### src/tengbaser_cfg.svh
`ifndef TENGBASER_CFG_SVH
`define TENGBASER_CFG_SVH

// settle time after rst before the PLL leaves reset
`define RESET_COUNTER_CYCLES 64

// wait for PLL lock or for transceiver reset-done
// a miss restarts the step
`define LOCK_TIMEOUT_CYCLES 256

// transceiver reset release to user-ready
`define TX_USERRDY_DELAY 8
`define RX_USERRDY_DELAY 4

`endif

### src/tengbaser_pkg.sv
package tengbaser_pkg;

  // transceiver reset sequencer states
  // hold waits for the PLL, release is re-entered after a retry
  typedef enum logic [2:0] {
    st_hold       = 3'd0,
    st_release    = 3'd1,
    st_wait_ready = 3'd2,
    st_wait_done  = 3'd3,
    st_done       = 3'd4
  } gt_seq_state_e;

  // PLL control results
  typedef struct packed {
    // lock after the two-flop synchronizer
    logic lock;
    logic counter_done;
    // counter_done and lock together
    logic ready;
    // one cycle per lock timeout
    logic timeout_pulse;
  } qpll_status_t;

  // one direction's sequencer results
  typedef struct packed {
    logic gtreset;
    logic userrdy;
    logic done;
    // one cycle per reset-done timeout
    logic retry_pulse;
  } gt_seq_status_t;

  // core status byte, msb first
  typedef struct packed {
    // sticky
    logic qpll_timeout;
    // always zero
    logic reserved;
    // sticky
    logic rx_retry;
    // sticky
    logic tx_retry;
    logic rx_done;
    logic tx_done;
    logic counter_done;
    logic lock;
  } core_status_t;

endpackage

### src/tengbaser_gt_reset_seq.sv
`timescale 1ns/1ps
`include "tengbaser_cfg.svh"

module tengbaser_gt_reset_seq import tengbaser_pkg::*; #(
  parameter int USERRDY_DELAY = 8
) (
  input  logic           clk156,
  input  logic           rst,
  input  qpll_status_t   qpll_status,
  input  logic           resetdone,
  output gt_seq_status_t seq_status
);

  // one counter covers both the user-ready delay and the reset-done timeout
  localparam int CNT_MAX = (`LOCK_TIMEOUT_CYCLES > USERRDY_DELAY) ?
                           `LOCK_TIMEOUT_CYCLES : USERRDY_DELAY;
  localparam int CNT_W   = $clog2(CNT_MAX + 1);

  gt_seq_state_e    state;
  logic [CNT_W-1:0] cnt;
  logic             gtreset;
  logic             userrdy;
  logic             done;
  logic             retry_pulse;

  always_ff @(posedge clk156) begin
    if (rst) begin
      state       <= st_hold;
      cnt         <= '0;
      gtreset     <= 1'b1;
      userrdy     <= 1'b0;
      done        <= 1'b0;
      retry_pulse <= 1'b0;
    end else begin
      retry_pulse <= 1'b0;
      if (!qpll_status.ready) begin
        // PLL not usable, park everything
        state   <= st_hold;
        cnt     <= '0;
        gtreset <= 1'b1;
        userrdy <= 1'b0;
        done    <= 1'b0;
      end else begin
        case (state)
          // first start and retry both release here
          st_hold, st_release: begin
            gtreset <= 1'b0;
            cnt     <= '0;
            state   <= st_wait_ready;
          end
          st_wait_ready: begin
            // userrdy exactly USERRDY_DELAY cycles after gtreset falls
            if (cnt == CNT_W'(USERRDY_DELAY - 1)) begin
              userrdy <= 1'b1;
              cnt     <= '0;
              state   <= st_wait_done;
            end else begin
              cnt <= cnt + 1'b1;
            end
          end
          st_wait_done: begin
            if (resetdone) begin
              done  <= 1'b1;
              state <= st_done;
            end else if (cnt == CNT_W'(`LOCK_TIMEOUT_CYCLES - 1)) begin
              // no reset-done, put the transceiver back in reset
              retry_pulse <= 1'b1;
              gtreset     <= 1'b1;
              userrdy     <= 1'b0;
              cnt         <= '0;
              state       <= st_release;
            end else begin
              cnt <= cnt + 1'b1;
            end
          end
          // stays up until the PLL goes away
          st_done: begin
            state <= st_done;
          end
          default: begin
            state <= st_hold;
          end
        endcase
      end
    end
  end

  assign seq_status.gtreset     = gtreset;
  assign seq_status.userrdy     = userrdy;
  assign seq_status.done        = done;
  assign seq_status.retry_pulse = retry_pulse;

  // user logic never runs against a transceiver in reset
  a_userrdy_in_reset : assert property (@(posedge clk156) disable iff (rst)
    !(userrdy && gtreset));

  a_done_needs_userrdy : assert property (@(posedge clk156) disable iff (rst)
    done |-> userrdy);

endmodule

### src/tengbaser_infrastructure.sv
`timescale 1ns/1ps
`include "tengbaser_cfg.svh"

module tengbaser_infrastructure import tengbaser_pkg::*; (
  input  logic         clk156,
  input  logic         rst,
  input  logic         qplllock,
  input  logic         txresetdone,
  input  logic         rxresetdone,
  output logic         qpllreset,
  output logic         reset_counter_done,
  output logic         gttxreset,
  output logic         gtrxreset,
  output logic         txuserrdy,
  output logic         rxuserrdy,
  output logic         areset_clk156,
  output core_status_t core_status
);

  qpll_status_t   qpll_status;
  gt_seq_status_t tx_status;
  gt_seq_status_t rx_status;

  // PLL reset and lock
  tengbaser_qpll_ctrl qpll_ctrl_i (
    .clk156      (clk156),
    .rst         (rst),
    .qplllock    (qplllock),
    .qpllreset   (qpllreset),
    .qpll_status (qpll_status)
  );

  // tx and rx released side by side
  tengbaser_gt_reset_seq #(
    .USERRDY_DELAY (`TX_USERRDY_DELAY)
  ) tx_seq (
    .clk156      (clk156),
    .rst         (rst),
    .qpll_status (qpll_status),
    .resetdone   (txresetdone),
    .seq_status  (tx_status)
  );

  tengbaser_gt_reset_seq #(
    .USERRDY_DELAY (`RX_USERRDY_DELAY)
  ) rx_seq (
    .clk156      (clk156),
    .rst         (rst),
    .qpll_status (qpll_status),
    .resetdone   (rxresetdone),
    .seq_status  (rx_status)
  );

  tengbaser_reset_status reset_status_i (
    .clk156        (clk156),
    .rst           (rst),
    .qpll_status   (qpll_status),
    .tx_status     (tx_status),
    .rx_status     (rx_status),
    .areset_clk156 (areset_clk156),
    .core_status   (core_status)
  );

  // transceiver side levels
  assign reset_counter_done = qpll_status.counter_done;
  assign gttxreset          = tx_status.gtreset;
  assign gtrxreset          = rx_status.gtreset;
  assign txuserrdy          = tx_status.userrdy;
  assign rxuserrdy          = rx_status.userrdy;

endmodule

### src/tengbaser_qpll_ctrl.sv
`timescale 1ns/1ps
`include "tengbaser_cfg.svh"

module tengbaser_qpll_ctrl import tengbaser_pkg::*; (
  input  logic         clk156,
  input  logic         rst,
  input  logic         qplllock,
  output logic         qpllreset,
  output qpll_status_t qpll_status
);

  localparam int SETTLE_W  = $clog2(`RESET_COUNTER_CYCLES + 1);
  localparam int TIMEOUT_W = $clog2(`LOCK_TIMEOUT_CYCLES + 1);

  logic [SETTLE_W-1:0]  settle_cnt;
  logic                 counter_done;
  logic [TIMEOUT_W-1:0] timeout_cnt;
  logic                 timeout_pulse;
  logic                 lock_meta;
  logic                 lock_sync;
  logic                 was_ready;
  logic                 ready;
  logic                 lock_lost;
  logic                 lock_expired;
  logic                 restart;

  // qplllock comes from the PLL with no relation to clk156
  always_ff @(posedge clk156) begin
    if (rst) begin
      lock_meta <= 1'b0;
      lock_sync <= 1'b0;
    end else begin
      lock_meta <= qplllock;
      lock_sync <= lock_meta;
    end
  end

  assign ready = counter_done & lock_sync;

  // lock dropped after a completed bring-up
  assign lock_lost = was_ready & counter_done & ~lock_sync;

  // lock never came within the timeout
  assign lock_expired = counter_done & ~lock_sync & ~was_ready &
                        (timeout_cnt == TIMEOUT_W'(`LOCK_TIMEOUT_CYCLES - 1));

  // either case starts over from the settle counter
  assign restart = lock_lost | lock_expired;

  // settle counter, PLL reset follows it
  always_ff @(posedge clk156) begin
    if (rst || restart) begin
      settle_cnt   <= '0;
      counter_done <= 1'b0;
      qpllreset    <= 1'b1;
    end else if (!counter_done) begin
      // done and PLL reset release land on the same edge
      if (settle_cnt == SETTLE_W'(`RESET_COUNTER_CYCLES - 1)) begin
        counter_done <= 1'b1;
        qpllreset    <= 1'b0;
      end
      settle_cnt <= settle_cnt + 1'b1;
    end
  end

  // lock timeout, only runs before the first lock
  always_ff @(posedge clk156) begin
    if (rst || restart) begin
      timeout_cnt <= '0;
    end else if (counter_done && !lock_sync && !was_ready) begin
      timeout_cnt <= timeout_cnt + 1'b1;
    end else begin
      timeout_cnt <= '0;
    end
  end

  always_ff @(posedge clk156) begin
    if (rst) begin
      was_ready     <= 1'b0;
      timeout_pulse <= 1'b0;
    end else begin
      timeout_pulse <= lock_expired;
      if (restart) begin
        was_ready <= 1'b0;
      end else if (ready) begin
        was_ready <= 1'b1;
      end
    end
  end

  assign qpll_status.lock          = lock_sync;
  assign qpll_status.counter_done  = counter_done;
  assign qpll_status.ready         = ready;
  assign qpll_status.timeout_pulse = timeout_pulse;

  // PLL must be out of reset whenever the settle phase counts as done
  a_reset_vs_done : assert property (@(posedge clk156) disable iff (rst)
    !(qpllreset && counter_done));

endmodule

### src/tengbaser_reset_status.sv
`timescale 1ns/1ps

module tengbaser_reset_status import tengbaser_pkg::*; (
  input  logic           clk156,
  input  logic           rst,
  input  qpll_status_t   qpll_status,
  input  gt_seq_status_t tx_status,
  input  gt_seq_status_t rx_status,
  output logic           areset_clk156,
  output core_status_t   core_status
);

  logic tx_retry_seen;
  logic rx_retry_seen;
  logic qpll_timeout_seen;

  // core leaves reset only with both directions up
  always_ff @(posedge clk156) begin
    if (rst) begin
      areset_clk156 <= 1'b1;
    end else begin
      areset_clk156 <= ~(tx_status.done & rx_status.done);
    end
  end

  // sticky flags, cleared by rst only
  always_ff @(posedge clk156) begin
    if (rst) begin
      tx_retry_seen     <= 1'b0;
      rx_retry_seen     <= 1'b0;
      qpll_timeout_seen <= 1'b0;
    end else begin
      tx_retry_seen     <= tx_retry_seen | tx_status.retry_pulse;
      rx_retry_seen     <= rx_retry_seen | rx_status.retry_pulse;
      qpll_timeout_seen <= qpll_timeout_seen | qpll_status.timeout_pulse;
    end
  end

  // live bits straight through, sticky bits from the flags
  always_comb begin
    core_status.qpll_timeout = qpll_timeout_seen;
    core_status.reserved     = 1'b0;
    core_status.rx_retry     = rx_retry_seen;
    core_status.tx_retry     = tx_retry_seen;
    core_status.rx_done      = rx_status.done;
    core_status.tx_done      = tx_status.done;
    core_status.counter_done = qpll_status.counter_done;
    core_status.lock         = qpll_status.lock;
  end

  // lock loss reaches areset through the sequencers and this register,
  // so areset may stay low for two cycles after lock falls
  a_areset_needs_lock : assert property (@(posedge clk156) disable iff (rst)
    !areset_clk156 |-> $past(qpll_status.lock, 2));

endmodule

### config.mk
export PLATFORM = sky130hd
export DESIGN_NAME = tengbaser_infrastructure
export DESIGN_NICKNAME = d
export VERILOG_FILES = /design/src/tengbaser_pkg.sv /design/src/tengbaser_gt_reset_seq.sv /design/src/tengbaser_infrastructure.sv /design/src/tengbaser_qpll_ctrl.sv /design/src/tengbaser_reset_status.sv
export VERILOG_INCLUDE_DIRS = /design/src /design/src/src
export SDC_FILE = /design/constraint.sdc
export NUM_CORES = 1
export LEC_CHECK = 0
export BUFFER_PORTS_ARGS = -buffer_cell sky130_fd_sc_hd__buf_2
export CAP_MARGIN = 20
export CORE_ASPECT_RATIO = 0.7
export CORE_MARGIN = 2
export CORE_UTILIZATION = 56
export CTS_BUF_LIST = sky130_fd_sc_hd__clkbuf_4 sky130_fd_sc_hd__clkbuf_8
export DETAILED_ROUTE_END_ITERATION = 10
export PLACE_DENSITY_LB_ADDON = 0.08
export SETUP_SLACK_MARGIN = 0.05
export SYNTH_ARGS = -nofsm -noshare
export SYNTH_HDL_FRONTEND = slang
export SYNTH_HIERARCHICAL = 1
export SYNTH_SLANG_ARGS = --single-unit
### constraint.sdc
create_clock -name clk156 -period 1.86 [get_ports clk156]
set_input_delay 0.372 -clock clk156 [delete_from_list [all_inputs] [get_ports clk156]]
set_output_delay 0.372 -clock clk156 [all_outputs]
set_load 0.01 [all_outputs]
==> summary.md <==
| Metric | Value |
|---|---|
| Outcome | completed |
| Endpoint class of the critical path | flop |
| Drt total wl | 5.890 mm |
| Num CTS Buffers | 9 |
| Crit Path Max Fanout | 3 |
| Fill cell count | 415 |
| Startpoint Class | flop |
| Layout Cells excl Fill | between 400 and 500 |
| Yosys top cell by area | dfxtp_1 |
| CP max stage delay | ~0.56 ns |
| GP Congestion | approximately 0.91 |
| Fraction of layout cells with a size suffix above 1 | a little over a fifth |
| Largest net degree at the start of global routing | 13 |
| Final core utilization | approximately 66% |
| Crit-path most repeated cell | or4_4 |
| Max-capacitance violation count | 0 |
| Core Footprint | approximately 0.0049 mm^2 |
| Via count | between 2000 and 2500 |
| First-pass GRT wire length | slightly above 10 mm |
| DR vias/cell | a little under 6 |
| Clk_lat worst skew | between 0.3 and 0.4 ns |
| Yosys top cell area share | 40.33% |
| Routed Antenna Nets | 0 |
| Synth async-reset ratio | 0% |
| # nets final | between 300 and 400 |
| CTS H-Tree Depth | 3 |
| Total power | 2.592 mW |
| Port Buffers | 18 |
| Wire per inst | between 10 and 15 um |
| Worst Clk Skew | approximately 0.0055 ns |
| Crit path cell chain | or4_4 > or4_4 > or3_1 > a21oi_1 |
| CP top delay family | simple AND/OR/NAND/NOR gates |
| Sequential area share after synthesis | about two fifths |
| Avg Inst Size Synth | about 9 um^2 |
| Congestion Overflow GR | 0 |
| Ant diodes | 0 |
| 1st-iter DRT viols | ~200 |
| Critical Path AT | a little over 2 ns |
| Static Leak | 1.163 nW |
| CTS root buf | clkbuf_8 |
| Synth warn | 6 |
| Chip width | between 80 and 90 um |
| Top post-synthesis cells by area | dfxtp_1 (40%), buf_4 (5.2%), nor2_1 (5.2%), ha_1 (3.0%), a21oi_1 (3.0%) |
| Initial Util | ~59% |
| Fin. Hold Viols | 0 |
| Die height | between 60 and 70 um |
| Synth Flop Type | dfxtp_1 |
| Peak supply drop | between 400 and 500 uV |
| CTS Buffer Depth | 2 |
| Worst min path class | in -> reg |
| Design Area, Final | ~0.0032 mm^2 |
| DRC Markers | 0 |
| GRT Util Overall | a little under a quarter |
| # IOs | 20 |
| CP max-delay cell | or4_4 |
| Number of hold buffers added after cts | 0 |
| Vias in the first global route | ~2200 |
| Synth Register Bits | 58 |
| Top-count cell post-synth | dfxtp_1 |
| RSZ-0062 raised after global routing | yes |
| Reg clk slew, reported paths | around 0.070 ns |
| Area growth, synth to finish | 11.69% |
| DP HPWL | 4.118 mm |
| Fin crit period | approximately 1.8 ns |
| Buf/Inv on CP | 0 |
| EDFF count, synth | 0 |
| Fraction of the cycle the final worst path needs | a little over nine tenths |
| Clk sinks | 58 |
| Kind of critical path | reg -> reg |
| Die footprint | ~0.0057 mm^2 |
| Worst EP required | 2.12 ns |
| Synthesized Nets | 341 |
| Cell variety after synth | 64 |
| Std cell rows | 21 |
| Setup violations, final | 0 |
| Antenna violations before repair | 0 |
| Synthesized area | 0.002879 mm^2 |
| Commonest cells in the netlist | dfxtp_1 (58), nor2_1 (40), nand2_1 (21) |
| DP Area | about 0.003 mm^2 |
| Pwr Density | a little over 800 mW/mm^2 |
| Cells after DPL | 400 |
| CTS tree | done |
| Final Max Tran Viols | 0 |
| DR pass1 iterations | 5 |
| Maximum clock frequency | around 550 MHz |
| Cells after Synth | 329 |
| Setup TNS | 0 ns |
through the flow:
| stage | setup slack, ns | hold slack, ns |
|---|---|---|
| 2_1_floorplan | 0.05923 | 0.4138 |
| 3_5_place_dp | -0.03209 | 0.4189 |
| 4_1_cts | 0.06251 | 0.2473 |
| 6_report | 0.05608 | 0.2760 |
| 5_1_grt | -0.003422 | 0.2551 |
| 3_3_place_gp | 0.02693 | 0.4079 |
path summary, 6_finish.rpt:
check	slack, ns	depth (start not counted)	endpoint	start
setup reg to reg	0.06	4	rx_seq/userrdy$_SDFFE_PP0P_	rx_seq/cnt[4]$_SDFFE_PP0P_
hold reg to reg	0.42	1	reset_status_i/areset_clk156$_SDFF_PP1_	tx_seq/done$_SDFFE_PP0P_
setup / recovery	0.06	4	rx_seq/userrdy$_SDFFE_PP0P_	rx_seq/cnt[4]$_SDFFE_PP0P_
hold / removal	0.28	2	qpll_ctrl_i/lock_meta$_SDFF_PP0_	qplllock
layout make-up:
cell class	instances	area [um^2]	share of cell area [%]
multi-input cells	234	1503	46.73
flip-flops and latches	58	1162	36.15
repair buffers	34	210.2	6.537
clock buffers	10	137.6	4.280
clock inverters	6	90.09	2.802
well taps	69	86.33	2.685
inverters	7	26.28	0.8171
layout by cell type (no fill, tap or decap), types with 3 or more instances in the layout:
| master | netlist | routed |
|---|---|---|
| nor3_1 | 6 | 6 |
| inv_1 | 7 | 7 |
| o21ai_1 | 0 | 5 |
| nand2b_1 | 7 | 7 |
| nand2_1 | 21 | 21 |
| clkbuf_8 | 0 | 10 |
| nor2_1 | 40 | 39 |
| a22oi_1 | 4 | 4 |
| o31ai_1 | 3 | 3 |
| xor2_1 | 5 | 5 |
| o21ba_1 | 3 | 3 |
| o21ai_0 | 16 | 11 |
| a211oi_1 | 3 | 3 |
| nand3_1 | 15 | 15 |
| o21a_1 | 3 | 3 |
| o211ai_1 | 3 | 3 |
| ha_1 | 7 | 5 |
| or4_4 | 1 | 3 |
| nor3b_1 | 3 | 3 |
| and3_1 | 3 | 3 |
| a21o_1 | 3 | 3 |
| buf_2 | 1 | 18 |
| a31oi_1 | 6 | 6 |
| a21oi_1 | 17 | 17 |
| nor2b_1 | 5 | 5 |
| or3_1 | 8 | 8 |
| dfxtp_1 | 58 | 57 |
| nand4_1 | 4 | 4 |
| buf_4 | 20 | 16 |
per-layer routing:
metal / share of wire, % / global-route usage [%] / routed length [um]
met3: 7.7 / 10.14 / 453
met5: 0 / 0 / 0
met2: 41 / 32.01 / 2386
met4: 0.98 / 7.308 / 58
met1: 51 / 32.12 / 2992
where the power goes:
part	switching, mW	leakage (nW)	total, mW	internal, mW
Combinational	0.0206	0.582	0.0388	0.0182
Sequential	0.00609	0.469	1.26	1.25
Clock	0.506	0.112	1.30	0.792
cells by family (layout without fill, tap and decap cells):
kind of cell,after synthesis,after routing,synth area share (%)
compound gates,80,81,19.77
xor+xnor,7,7,2.130
fa+ha+maj,7,7,3.042
buf+inv,38,57,8.388
flops,58,58,40.33
mux,1,1,0.3477
other cells,1,1,0.1303
simple gates,137,137,25.86
flip-flops by register name (all words and copies together) (netlist names):
register	flops
qpll_ctrl_i/counter_done	1
qpll_ctrl_i/was_ready	1
qpll_ctrl_i/timeout_pulse	1
tx_seq/cnt	9
qpll_ctrl_i/timeout_cnt	9
qpll_ctrl_i/qpllreset	1
qpll_ctrl_i/lock_sync	1
tx_seq/gtreset	1
rx_seq/userrdy	1
reset_status_i/rx_retry_seen	1
rx_seq/done	1
rx_seq/cnt	9
tx_seq/done	1
qpll_ctrl_i/lock_meta	1
tx_seq/retry_pulse	1
reset_status_i/tx_retry_seen	1
reset_status_i/areset_clk156	1
rx_seq/retry_pulse	1
qpll_ctrl_i/settle_cnt	7
reset_status_i/qpll_timeout_seen	1
tx_seq/state	3
rx_seq/state	3
tx_seq/userrdy	1
rx_seq/gtreset	1
worst reg2reg max path: cells and delay by family (launching register included):
kind            cells  cell delay [ns]
flops               1             0.33
simple gates        3             1.29
compound gates      1             0.11
repair_timing:
action	CTS	global route
cloned	1	0
endpoints found under the setup margin	9	23
pin swaps	4	4
gates resized for setup	3	8
setup buffers	0	1
Power figures use the tool's default switching activity.
